===== src/verilog/debugPkg.sv =====
package debugPkg;

	// **********************************************************
	// Widths
	// **********************************************************
	typedef logic [7:0]  byte_t;	// Host bus byte
	typedef logic [15:0] word_t;	// CPU word and address
	typedef logic [3:0]  op_t;	// Debug op, bit 0 is auto-increment

	localparam int syncStages = 2;	// Write strobe synchronizer depth
	localparam int modeReqBit = 3;	// Request flag in a mode write

	// Host register map
	typedef enum logic [2:0] {
		regMode   = 3'd0,
		regOp     = 3'd1,
		regDataL  = 3'd2,	// Write data low / capture low
		regDataH  = 3'd3,	// Write data high / capture high
		regAddrL  = 3'd4,
		regAddrH  = 3'd5,
		regStatus = 3'd6,
		regSpare  = 3'd7	// Reads zero
	} regAddr_e;

	// Capture source select, driven by the CPU
	typedef enum logic [1:0] {
		selDin    = 2'd0,
		selRegB   = 2'd1,
		selCc     = 2'd2,
		selPcNext = 2'd3
	} dataSel_e;

	// Four-phase request states
	typedef enum logic [1:0] {
		reqIdle    = 2'd0,
		reqRaised  = 2'd1,
		reqRelease = 2'd2
	} reqState_e;

	// One synchronized host write
	typedef struct packed {
		regAddr_e regSel;
		byte_t    data;
	} hostWrite_t;

	// Control bits to the CPU, mode bits 2..0 then op
	typedef struct packed {
		logic cpuResetReq;
		logic debugMode;
		logic debugStop;
		op_t  op;
	} debugCtrl_t;

	typedef struct packed {
		word_t dinData;		// Data bus input
		word_t regBData;	// Register file port B
		word_t ccData;		// Condition codes
		word_t pcNext;		// Next program counter
	} captureSrc_t;

endpackage

===== src/verilog/debugPort.sv =====
module debugPort import debugPkg::*; (
	input  logic        clk,
	input  logic        arstN,

	// Host bus
	input  byte_t       din,
	input  regAddr_e    addr,
	input  logic        rdN,
	input  logic        wrN,
	output byte_t       dout,

	// CPU side
	input  logic        addrIncEn,
	input  logic        ldDataEn,
	input  dataSel_e    dataSel,
	input  captureSrc_t sources,
	input  logic        debugAck,
	output debugCtrl_t  ctrl,
	output logic        cpuReset,
	output word_t       debugAddr,
	output word_t       debugData,
	output logic        debugReq
);

	logic       wrValid;	// Synchronized write event
	hostWrite_t hostWr;
	logic       busy;
	logic       autoInc;

	assign autoInc = ctrl.op[0];

	// CPU held in reset by the port or by the host
	assign cpuReset = ~arstN | ctrl.cpuResetReq;

	// **********************************************************
	// Instances
	// **********************************************************
	hostBusSync uSync (
		.clk(clk), .arstN(arstN), .wrN(wrN), .addr(addr), .din(din),
		.wrValid(wrValid), .hostWr(hostWr)
	);

	debugRequestFsm uReq (
		.clk(clk), .arstN(arstN), .wrValid(wrValid), .hostWr(hostWr),
		.autoInc(autoInc), .debugAck(debugAck), .debugReq(debugReq), .busy(busy)
	);

	debugAddrCounter uAddr (
		.clk(clk), .arstN(arstN), .wrValid(wrValid), .hostWr(hostWr),
		.addrIncEn(addrIncEn), .debugAddr(debugAddr)
	);

	debugRegisters uRegs (
		.clk(clk), .arstN(arstN), .wrValid(wrValid), .hostWr(hostWr),
		.ldDataEn(ldDataEn), .dataSel(dataSel), .sources(sources),
		.rdN(rdN), .addr(addr), .debugAddr(debugAddr), .busy(busy),
		.ctrl(ctrl), .debugData(debugData), .dout(dout)
	);

endmodule


===== src/verilog/debugRegisters.sv =====
module debugRegisters import debugPkg::*; (
	input  logic        clk,
	input  logic        arstN,
	input  logic        wrValid,
	input  hostWrite_t  hostWr,
	input  logic        ldDataEn,	// CPU capture strobe
	input  dataSel_e    dataSel,
	input  captureSrc_t sources,
	input  logic        rdN,	// Host read strobe
	input  regAddr_e    addr,	// Host read address, unsynchronized
	input  word_t       debugAddr,
	input  logic        busy,
	output debugCtrl_t  ctrl,
	output word_t       debugData,	// Write data to CPU
	output byte_t       dout
);

	word_t capture;		// Read-back word from the CPU
	word_t captureMux;

	// **********************************************************
	// Host writable registers
	// **********************************************************
	always_ff @(posedge clk or negedge arstN) begin
		if (!arstN) begin
			ctrl      <= '0;
			debugData <= '0;
		end else if (wrValid) begin
			case (hostWr.regSel)
				regMode: begin
					// Bit 2 reset, bit 1 debug, bit 0 stop
					ctrl.cpuResetReq <= hostWr.data[2];
					ctrl.debugMode   <= hostWr.data[1];
					ctrl.debugStop   <= hostWr.data[0];
				end
				regOp:    ctrl.op         <= hostWr.data[3:0];
				regDataL: debugData[7:0]  <= hostWr.data;
				regDataH: debugData[15:8] <= hostWr.data;
				default: ;	// Address regs live in the counter
			endcase
		end
	end

	// **********************************************************
	// Capture register
	// **********************************************************
	always_comb begin
		unique case (dataSel)
			selDin:    captureMux = sources.dinData;
			selRegB:   captureMux = sources.regBData;
			selCc:     captureMux = sources.ccData;
			selPcNext: captureMux = sources.pcNext;
			default:   captureMux = sources.dinData;
		endcase
	end

	always_ff @(posedge clk) begin
		if (ldDataEn) capture <= captureMux;
	end

	// Host read mux, zero when not reading
	always_comb begin
		dout = '0;
		if (!rdN) begin
			case (addr)
				regMode:   dout = {5'b0, ctrl.cpuResetReq, ctrl.debugMode, ctrl.debugStop};
				regOp:     dout = {4'b0, ctrl.op};
				regDataL:  dout = capture[7:0];
				regDataH:  dout = capture[15:8];
				regAddrL:  dout = debugAddr[7:0];
				regAddrH:  dout = debugAddr[15:8];
				regStatus: dout = {7'b0, busy};
				default:   dout = '0;	// Spare
			endcase
		end
	end

endmodule


===== src/verilog/debugAddrCounter.sv =====
module debugAddrCounter import debugPkg::*; (
	input  logic       clk,
	input  logic       arstN,
	input  logic       wrValid,
	input  hostWrite_t hostWr,
	input  logic       addrIncEn,	// CPU advance, one word
	output word_t      debugAddr
);

	// Word address, byte bit 0 is implied zero
	logic [14:0] wordAddr;
	logic        loadL;
	logic        loadH;

	assign loadL = wrValid & (hostWr.regSel == regAddrL);
	assign loadH = wrValid & (hostWr.regSel == regAddrH);

	// **********************************************************
	// Counter
	// **********************************************************
	always_ff @(posedge clk or negedge arstN) begin
		if (!arstN) begin
			wordAddr <= '0;
		end else if (loadL) begin
			wordAddr[6:0] <= hostWr.data[7:1];	// Drop byte bit 0
		end else if (loadH) begin
			wordAddr[14:7] <= hostWr.data;
		end else if (addrIncEn) begin
			// Carry crosses the byte boundary
			wordAddr <= wordAddr + 15'd1;
		end
	end

	assign debugAddr = {wordAddr, 1'b0};

endmodule


===== src/verilog/debugRequestFsm.sv =====
module debugRequestFsm import debugPkg::*; (
	input  logic       clk,
	input  logic       arstN,
	input  logic       wrValid,
	input  hostWrite_t hostWr,
	input  logic       autoInc,	// Op bit 0
	input  logic       debugAck,	// From CPU
	output logic       debugReq,	// To CPU
	output logic       busy		// Status bit 0
);

	reqState_e state;
	reqState_e nextState;
	logic      modeReq;
	logic      incReq;
	logic      reqEvent;

	// **********************************************************
	// Request decode
	// **********************************************************
	assign modeReq  = (hostWr.regSel == regMode) & hostWr.data[modeReqBit];
	assign incReq   = (hostWr.regSel == regDataH) & autoInc;	// Auto-increment write
	assign reqEvent = wrValid & (modeReq | incReq);

	// **********************************************************
	// Four-phase handshake
	// **********************************************************
	always_comb begin
		nextState = state;
		unique case (state)
			reqIdle: begin
				if (reqEvent) nextState = reqRaised;	// Events ignored elsewhere
			end
			reqRaised: begin
				if (debugAck) nextState = reqRelease;	// CPU took it
			end
			reqRelease: begin
				if (!debugAck) nextState = reqIdle;	// CPU done
			end
			default: nextState = reqIdle;
		endcase
	end

	always_ff @(posedge clk or negedge arstN) begin
		if (!arstN) begin
			state    <= reqIdle;
			debugReq <= 1'b0;
		end else begin
			state    <= nextState;
			debugReq <= (nextState == reqRaised);	// Registered from state
		end
	end

	// Busy until the CPU has dropped its ack
	assign busy = (state != reqIdle) | debugAck;

endmodule


===== src/verilog/hostBusSync.sv =====
module hostBusSync import debugPkg::*; (
	input  logic       clk,
	input  logic       arstN,
	input  logic       wrN,		// Host write strobe, asynchronous
	input  regAddr_e   addr,	// Held by host past the strobe
	input  byte_t      din,
	output logic       wrValid,	// One cycle per completed write
	output hostWrite_t hostWr
);

	// **********************************************************
	// Strobe synchronizer
	// **********************************************************
	logic [syncStages-1:0] wrSync;
	logic                  wrPrev;	// Last synchronized strobe level
	logic                  wrLevel;

	assign wrLevel = wrSync[syncStages-1];

	// Idle strobe is high, so the chain resets to ones
	always_ff @(posedge clk or negedge arstN) begin
		if (!arstN) begin
			wrSync <= '1;
			wrPrev <= 1'b1;
		end else begin
			wrSync <= {wrSync[syncStages-2:0], wrN};
			wrPrev <= wrLevel;
		end
	end

	// Release of the strobe ends the write
	assign wrValid = wrLevel & ~wrPrev;

	// **********************************************************
	// Event capture
	// **********************************************************

	// Sample address and data while the strobe still reads low.
	// The host holds both stable, so the last sample taken before
	// the edge is the one presented with wrValid.
	always_ff @(posedge clk) begin
		if (!wrLevel) begin
			hostWr.regSel <= addr;
			hostWr.data   <= din;
		end
	end

endmodule


===== config.mk =====
export PLATFORM = sky130hd
export DESIGN_NAME = debugPort
export DESIGN_NICKNAME = d
export VERILOG_FILES = /design/src/verilog/debugPkg.sv /design/src/verilog/debugPort.sv /design/src/verilog/debugRegisters.sv /design/src/verilog/debugAddrCounter.sv /design/src/verilog/debugRequestFsm.sv /design/src/verilog/hostBusSync.sv
export SDC_FILE = /design/constraint.sdc
export NUM_CORES = 1
export LEC_CHECK = 0
export ABC_CLOCK_PERIOD_IN_PS = 4900
export BUFFER_PORTS_ARGS = -buffer_cell sky130_fd_sc_hd__buf_4
export CORE_MARGIN = 5
export CORE_UTILIZATION = 25
export DETAILED_ROUTE_END_ITERATION = 10
export PLACE_DENSITY = 0.49
export SYNTH_ARGS = -nofsm -noshare
export SYNTH_HDL_FRONTEND = slang
export SYNTH_SLANG_ARGS = --single-unit

===== constraint.sdc =====
create_clock -name clk -period 4.9 [get_ports clk]
set_input_delay 0.98 -clock clk [delete_from_list [all_inputs] [get_ports clk]]
set_output_delay 0.98 -clock clk [all_outputs]
set_load 0.02 [all_outputs]

Word level (Yosys, flattened, before mapping)
Index checks and enable logic that the tools add are counted.
- $lt $le $gt $ge: 0
- reductions and logical operators: 13
- divide/modulo/power cells: 0
- multiplexer cells: 11
- add/sub/neg operators: 1
- multipliers: 0
- equality and inequality tests: 18
- bitwise gates (word level): 12
- shifts and indexed selects: 0
- operator list (operator ; count):
    16-bit case mux with 4 select lines ; 1
    8-bit case mux with 7 select lines ; 1
    8-bit two-way mux ; 2
    15-bit by 1-bit adder with 15-bit output, second input constant ; 1
    3-bit == test, second input constant ; 5
    15-bit two-way mux ; 1
    7-bit two-way mux ; 2
    3-bit by 2-bit == test with 1-bit output, second input constant ; 4
    2-bit AND reduction ; 6
    1-bit AND ; 6
    2-bit by 1-bit == test with 1-bit output, second input constant ; 3
    2-bit == test, second input constant ; 3
    3-bit by 1-bit == test with 1-bit output, second input constant ; 2
    3-bit logical NOT ; 2
    2-bit two-way mux ; 3
    2-bit case mux with 3 select lines ; 1
    2-bit nonzero test ; 3
    2-bit logical NOT ; 2
    1-bit inverter ; 3
    1-bit OR ; 3
    2-bit by 1-bit inequality test with 1-bit output, second input constant ; 1
- memories kept: 0
- bits in writable memories: 0
- latch bits: 0
- bits of input ports: 84
- bits in read-only memories: 0
- output and inout bits: 49
- word-level logic and storage cells: 70
- flip-flop bits (word level): 71

Depth between registers and ports, before layout
Gate-level depths: netlist of run 1.
- depth after elaboration: 7
- mapped depth: 7

By module
From an unflattened synthesis of run 1, not the netlist that was laid out.
- cell total of the unflattened synthesis: 278
- area total of the unflattened synthesis: 3823.7 µm²
- modules (own cells, without submodules) (module ; area each (µm²) ; seq. area each (µm²) ; instances ; cells each):
    debugRegisters ; 2197.1 ; 1056.0 ; 1 ; 129
    debugAddrCounter ; 1052.3 ; 375.4 ; 1 ; 119
    hostBusSync ; 426.7 ; 409.1 ; 1 ; 16
    debugRequestFsm ; 141.4 ; 75.1 ; 1 ; 13
    debugPort ; 6.3 ; 0.0 ; 1 ; 1

Least setup slack after synthesis of run 1
OpenSTA, ideal clock, no wires.
- kind: in2out
- start point: in addr[2]
- end point: out dout[4]
- path buffers: 2
- stages on the path: 6
- required time: 3920 ps
- arrival time: 2413 ps
- setup slack: 1507 ps
- path through: clkbuf_1 -> inv_1 -> nor2_1 -> clkbuf_1 -> a221oi_1 -> a211oi_1
- cells in the longest elaborated chain, start to end: 3
- elaborated cells between the ends (all ways): 9
- those cells by class: eq/ne (6); mux (2); reduce/logical (1)
- ends and longest elaborated chain (element ; line ; text):
    start, declared ; debugPort.sv:7 ; input regAddr_e addr,
    3-bit == test (tied with other cells) ; debugRegisters.sv:65 ; case (addr)
    8-bit case mux with 7 select lines * ; debugRegisters.sv:65 ;
    8-bit two-way mux * ; debugRegisters.sv:64 ; if (!rdN) begin
    end, declared ; debugPort.sv:10 ; output byte_t dout,
Every way passes the cells marked *; elsewhere a longest branch is shown, timed or not.

Final worst setup path of run 1
- start point: in addr[2]
- end point: out dout[7]
The elaborated chain is that of the path after synthesis.

==> run summary, run 1 <==
Status: complete, no violations
RSZ-0062 raised after global routing: no
Pwr Density: 451.0 nW/um^2
Critical path class: input pin to output port
Crit start category: input pin
Cts hold-fix bufs: 0
Crit-path cells: buf_4 > inv_1 > nor2_1 > a221oi_1 > a211oi_1 > buf_4
Skew final: 0.007278 ns
LEAKAGE: 0.002108 uW
Endpoints failing setup: 0
Rel. slew slack: 53.49%
Initial DRC Count: 170
CTS Buf Count: 9
Clk root buf: clkbuf_16
Share of cells above drive strength 1: 45.65%
Final hold vios: 0
Max rail drop VDD: 0.1587 mV
Starting Density: 25.33%
# clock sinks: 71
# resized after CTS: 0
Area growth syn-to-layout: 41.79%
Antenna cells: 0
Sw frac: 32.54%
Cell taking the most area after synthesis: dfrtp_1
Worst-path clk slew: 0.06 ns
Port Buf Inserts: 131
1st-pass router iterations: 6
Chip Height: 128.1 um
Power share of the clock group: 31.1%
Seq cells post-synth: 71
Remaining DRCs: 0
Sequential power share: 40.9%
Detail Route Antenna Nets: 0
Detailed Route WL: 10.52 mm
Least-Margin Pin Slew: 0.6951 ns
Number of H-tree levels: 3
First-pass GRT wire length: 16.45 mm
Worst skew pair latency: 0.33 ns
CP most frequent cell: buf_4
Total power: 2231 uW
Number of enable flip-flop cells after synthesis: 27
Pre-CTS setup slack: 1.450 ns
Setup tns final: 0 ns
Cells after Synth: 283
Syn Nets: 368
Setup Fix Bufs, Post-CTS: 0
Via/cell ratio: 4.694
Most common cell after layout, fill and taps aside: buf_4
Avg WL per Cell: 17.72 um
CP required: 3.92 ns
Hold Path Class: flip-flop to flip-flop
Peak Freq: 287.9 MHz
Pins Over Slew Limit: 0
WHS: 0.3568 ns
Final net count: 494
Switching power total: 726.0 uW
Core Region: 13770 um^2
Count of cell types in the netlist: 47
Most frequent cells in the layout: 132 x buf_4, 41 x dfrtp_1, 40 x nand2_1
Synthesis Warnings: 0
Post-route minimum period: 3.474 ns
Synth Cell Area: 3488 um^2
Ports: 133
Non-Filler Instances: 594
Placed Instances: 578
Post-synthesis sequential area ratio: 54.91%
CP Max Fanout: 12
CP endpoint kind: output port
CP arrival: 2.49 ns
Combinational Power Share: 28.0%
Antenna violations before repair: 0
Maximum number of buffers from clock root to sink: 2
Primary FF master, synth: dfrtp_1
Detailed Place HPWL: 8.260 mm
Share of the synthesized area in the top cell type: 29.41%
CP peak stage delay: 0.55 ns
Num rows: 43
Post-synthesis area per instance: 12.33 um^2
P_int: 1505 uW
Die Wd: 128.1 um
Via count: 2788
CTS tree: done
Top cells by area, synth: dfrtp_1 29%, edfxtp_1 23%, mux4_2 11%
Crit share post-route: 70.89%
GPL Wtd Cong: 0.7712
Die ar.: 16420 um^2
Max_cap viols: 0
GRT Residual Overflow: 0
Largest net degree at the start of global routing: 46
Crit-path slowest cell: nor2_1
Synth async-reset ratio: 61.97%
Total GRT Usage: 12.99%
Number of global-route vias before repair: 2913
Setup WS post-layout: 1.426 ns
-- power by group through the flow --
stage	Sequential [uW]	Clock [uW]	Combinational [uW]
finish	913	693	625
global route	934	733	686
CTS	916	710	637
detailed placement	926	0	634
global placement	925	0	628
floorplan	982	0	242
-- worst max-delay path, delay by kind of cell --
kind	cells	cell delay [ns]
buffers and inverters	3	0.40
AOI/OAI and AO/OA	2	0.56
and+or+nand+nor	1	0.55
-- cell type report --
class / instances / area (um^2)
flip-flops and latches: 71 / 1916
fillers: 1415 / 8827
repair buffers: 132 / 991.0
well taps: 180 / 225.2
clock buffers: 11 / 232.7
clock inverters: 5 / 83.83
inverters: 4 / 15.01
multi-input cells: 191 / 1483
-- stage by stage --
| step | utilization, % | instance area [um^2] |
|---|---|---|
| after CTS | 35.91 | 4946 |
| final | 35.91 | 4946 |
| after global placement | 33.61 | 4629 |
| after floorplan | - | 3488 |
| after detailed placement | 33.61 | 4629 |
| after global routing | 35.91 | 4946 |
-- registers in the layout, indices dropped and copies added, names as in the netlist --
signal           flops
uAddr.wordAddr      15
uRegs.capture       16
uRegs.ctrl           7
uRegs.debugData     16
uReq.debugReq        1
uReq.state           2
uSync.hostWr        11
uSync.wrPrev         1
uSync.wrSync         2
-- metal layers --
| layer | share of wire [%] | track usage (%) | up-vias |
|---|---|---|---|
| li1 | - | - | 1315 |
| met1 | 43 | 16.58 | 1361 |
| met2 | 49 | 21.26 | 104 |
| met3 | 7.7 | 4.625 | 8 |
| met4 | 0.85 | 2.871 | 0 |
| met5 | 0 | 0 | - |
-- synth_stat cells, types with 2 or more instances --
cell and number:
and3_1 2, a211oi_1 8, nand2_1 40, xnor2_1 6, a211o_1 2, nand4_1 3
nand2b_1 2, a22oi_1 5, mux2_2 16, nand3_1 6, buf_4 2, xor2_1 4
edfxtp_1 27, buf_2 3, nor2_1 22, dfstp_2 3, nor3_1 7, a21oi_1 9
buf_1 2, and2_1 2, o21ai_1 3, a221oi_1 6, mux4_2 17, inv_1 3
nor2b_1 2, o21ai_0 7, clkbuf_1 10, dfrtp_1 41, mux2i_1 5
-- kinds of logic after synthesis --
family	Yosys count	synth area share (%)
AOI/OAI and AO/OA	47	9.254
xor gates and xnor gates	10	2.511
adders and majority gates	1	0.3586
buffers and inverters	21	2.582
DFF	71	54.91
muxes	38	17.58
other	1	0.1075
and+or+nand+nor	94	12.70
-- final timing paths --
check,start,slack (ns),to,cells past startpoint
worst max-delay path,addr[2],1.43,dout[7],6
worst min-delay path,uSync.wrSync[0],0.36,uSync.wrSync[1],0
worst max register to register,uSync.wrSync[1],2.78,uReq.debugReq,5
worst min register to register,uSync.wrSync[0],0.36,uSync.wrSync[1],0
max in group asynchronous,arstN,3.84,uAddr.wordAddr[7],1
min in group asynchronous,arstN,0.66,uRegs.debugData[15],1
(Power assumes the default switching activity.)
==> inputs of run 2 (changes only) <==
ABC_CLOCK_PERIOD_IN_PS = 2930   (was 4900)
PLACE_DENSITY = 0.51   (was 0.49)
clock period = 2.93 ns   (was 4.9 ns; I/O delays follow)
==> run summary, run 2 (synthesized netlist as in run 1, its figures left out) <==
Detailed Place HPWL: 8.427 mm (was 8.260 mm)
Switching power total: 1225 uW (was 726.0 uW)
GRT Residual Overflow: 0 (unchanged)
Worst Setup SP: addr[0] (was addr[2])
Worst-path clk slew: 0.05 ns (was 0.06 ns)
Avg WL per Cell: 18.12 um (was 17.72 um)
Detail Route Antenna Nets: 0 (unchanged)
Total GRT Usage: 13.26% (was 12.99%)
Setup tns final: 0 ns (unchanged)
Antenna cells: 0 (unchanged)
Chip Height: 128.1 um (unchanged)
Final net count: 497 (was 494)
Worst reg2reg path depth: 5 (unchanged)
Critical path class: input pin to output port (unchanged)
Setup WS post-layout: 0.4332 ns (was 1.426 ns)
Detailed Route WL: 10.82 mm (was 10.52 mm)
Hold Path Class: flip-flop to flip-flop (unchanged)
CP required: 2.34 ns (was 3.92 ns)
Share of cells above drive strength 1: 45.80% (was 45.65%)
Power share of the clock group: 29.1% (was 31.1%)
Register-to-register setup slack: 0.80 ns (was 2.78 ns)
WHS: 0.3570 ns (was 0.3568 ns)
Crit share post-route: 85.21%
Die ar.: 16420 um^2 (unchanged)
Worst hold path cell count: 0 (unchanged)
GPL Wtd Cong: 0.8066 (was 0.7712)
Initial DRC Count: 167 (was 170)
Maximum number of buffers from clock root to sink: 2 (unchanged)
Combinational Power Share: 29.0% (was 28.0%)
CP arrival: 1.91 ns (was 2.49 ns)
CP Max Fanout: 20 (was 12)
Post-route minimum period: 2.497 ns
Least-Margin Pin Slew: 0.5909 ns (was 0.6951 ns)
Via count: 2833 (was 2788)
Ports: 133 (unchanged)
Sw frac: 33.50% (was 32.54%)
Clk root buf: clkbuf_16 (unchanged)
Pre-CTS setup slack: 0.4712 ns (was 1.450 ns)
Sequential power share: 41.9% (was 40.9%)
WHS Endpoint: uSync.wrSync[1] (unchanged)
Via/cell ratio: 4.745 (was 4.694)
CTS tree: done (unchanged)
Post-layout util: 35.85% (was 35.91%)
Core Region: 13770 um^2 (unchanged)
Rel. slew slack: 60.61% (was 53.49%)
1st-pass router iterations: 4 (was 6)
Most common cell after layout, fill and taps aside: buf_4 (unchanged)
Starting Density: 25.33% (unchanged)
LEAKAGE: 0.002118 uW (was 0.002108 uW)
Reg2reg end: uReq.state[0] (was uReq.debugReq)
Die Wd: 128.1 um (unchanged)
CTS Buf Count: 9 (unchanged)
Antenna violations before repair: 0 (unchanged)
Endpoints failing setup: 0 (unchanged)
Port Buf Inserts: 131 (unchanged)
Max rail drop VDD: 0.3020 mV (was 0.1587 mV)
Remaining DRCs: 0 (unchanged)
Peak Freq: 400.5 MHz
Crit start category: input pin (unchanged)
Most frequent cells in the layout: 135 x buf_4, 41 x dfrtp_1, 40 x nand2_1 (was 132 x buf_4, 41 x dfrtp_1, 40 x nand2_1)
Largest net degree at the start of global routing: 45 (was 46)
Number of H-tree levels: 3 (unchanged)
CP endpoint kind: output port (unchanged)
First-pass GRT wire length: 16.91 mm (was 16.45 mm)
Worst skew pair latency: 0.33 ns (about the same)
Max_cap viols: 0 (unchanged)
Biggest regs: uRegs.capture x16, uRegs.debugData x16, uAddr.wordAddr x15 (unchanged)
Hold_sp: uSync.wrSync[0] (unchanged)
# resized after CTS: 0 (unchanged)
RSZ-0062 raised after global routing: no (unchanged)
Area growth syn-to-layout: 41.54% (was 41.79%)
Cts hold-fix bufs: 0 (unchanged)
Pwr Density: 740.6 nW/um^2 (was 451.0 nW/um^2)
Setup Fix Bufs, Post-CTS: 0 (unchanged)
Final hold vios: 0 (unchanged)
Skew final: 0.008205 ns (was 0.007278 ns)
Num rows: 43 (unchanged)
Number of global-route vias before repair: 3038 (was 2913)
P_int: 2432 uW (was 1505 uW)
# clock sinks: 71 (unchanged)
Reg2reg start: uSync.wrSync[1] (unchanged)
Pins Over Slew Limit: 0 (unchanged)
Status: complete, no violations (unchanged)
-- run 2: area by class of cell --
type | instances | area, um^2
fillers | 1403 | 8836
flip-flops and latches | 71 | 1916
multi-input cells | 191 | 1483
repair buffers | 135 | 1013
clock buffers | 12 | 236.5
well taps | 180 | 225.2
clock inverters | 4 | 48.80
inverters | 4 | 15.01
-- run 2: critical path, stage by stage --
cell     delay [ns]
buf_4          0.23
mux4_2         0.54
a22oi_1        0.31
nor2_1         0.08
buf_4          0.16
-- run 2: per-stage QoR --
step                      cells  cell area, um^2  total power, uW
after floorplan             283             3488             2046
after global placement      581             4652             2601
after detailed placement    581             4652             2621
after CTS                   597             4937             3701
after global routing        597             4937             3848
final                       597             4937             3657
-- run 2: metal layers --
layer,part of all wire (%),wire length [um],global-route usage [%]
met5,0,0,0
met4,0.66,71,2.060
met3,6.7,730,4.542
met2,49,5287,21.78
met1,44,4730,17.33
-- run 2: power by group through the flow --
stage / combinational [uW] / sequential (uW) / clock [uW]
2_1_floorplan: 405 / 1640 / 0
3_3_place_gp: 1050 / 1550 / 0
3_5_place_dp: 1070 / 1550 / 0
4_1_cts: 1080 / 1530 / 1090
5_1_grt: 1160 / 1570 / 1120
6_report: 1060 / 1530 / 1060
-- run 2: how the worst max path moves through the flow --
stage | to | cells past startpoint
floorplan | dout[4] | 6
global placement | dout[2] | 5
detailed placement | dout[2] | 5
CTS | dout[2] | 5
global route | dout[2] | 5
finish | dout[2] | 5
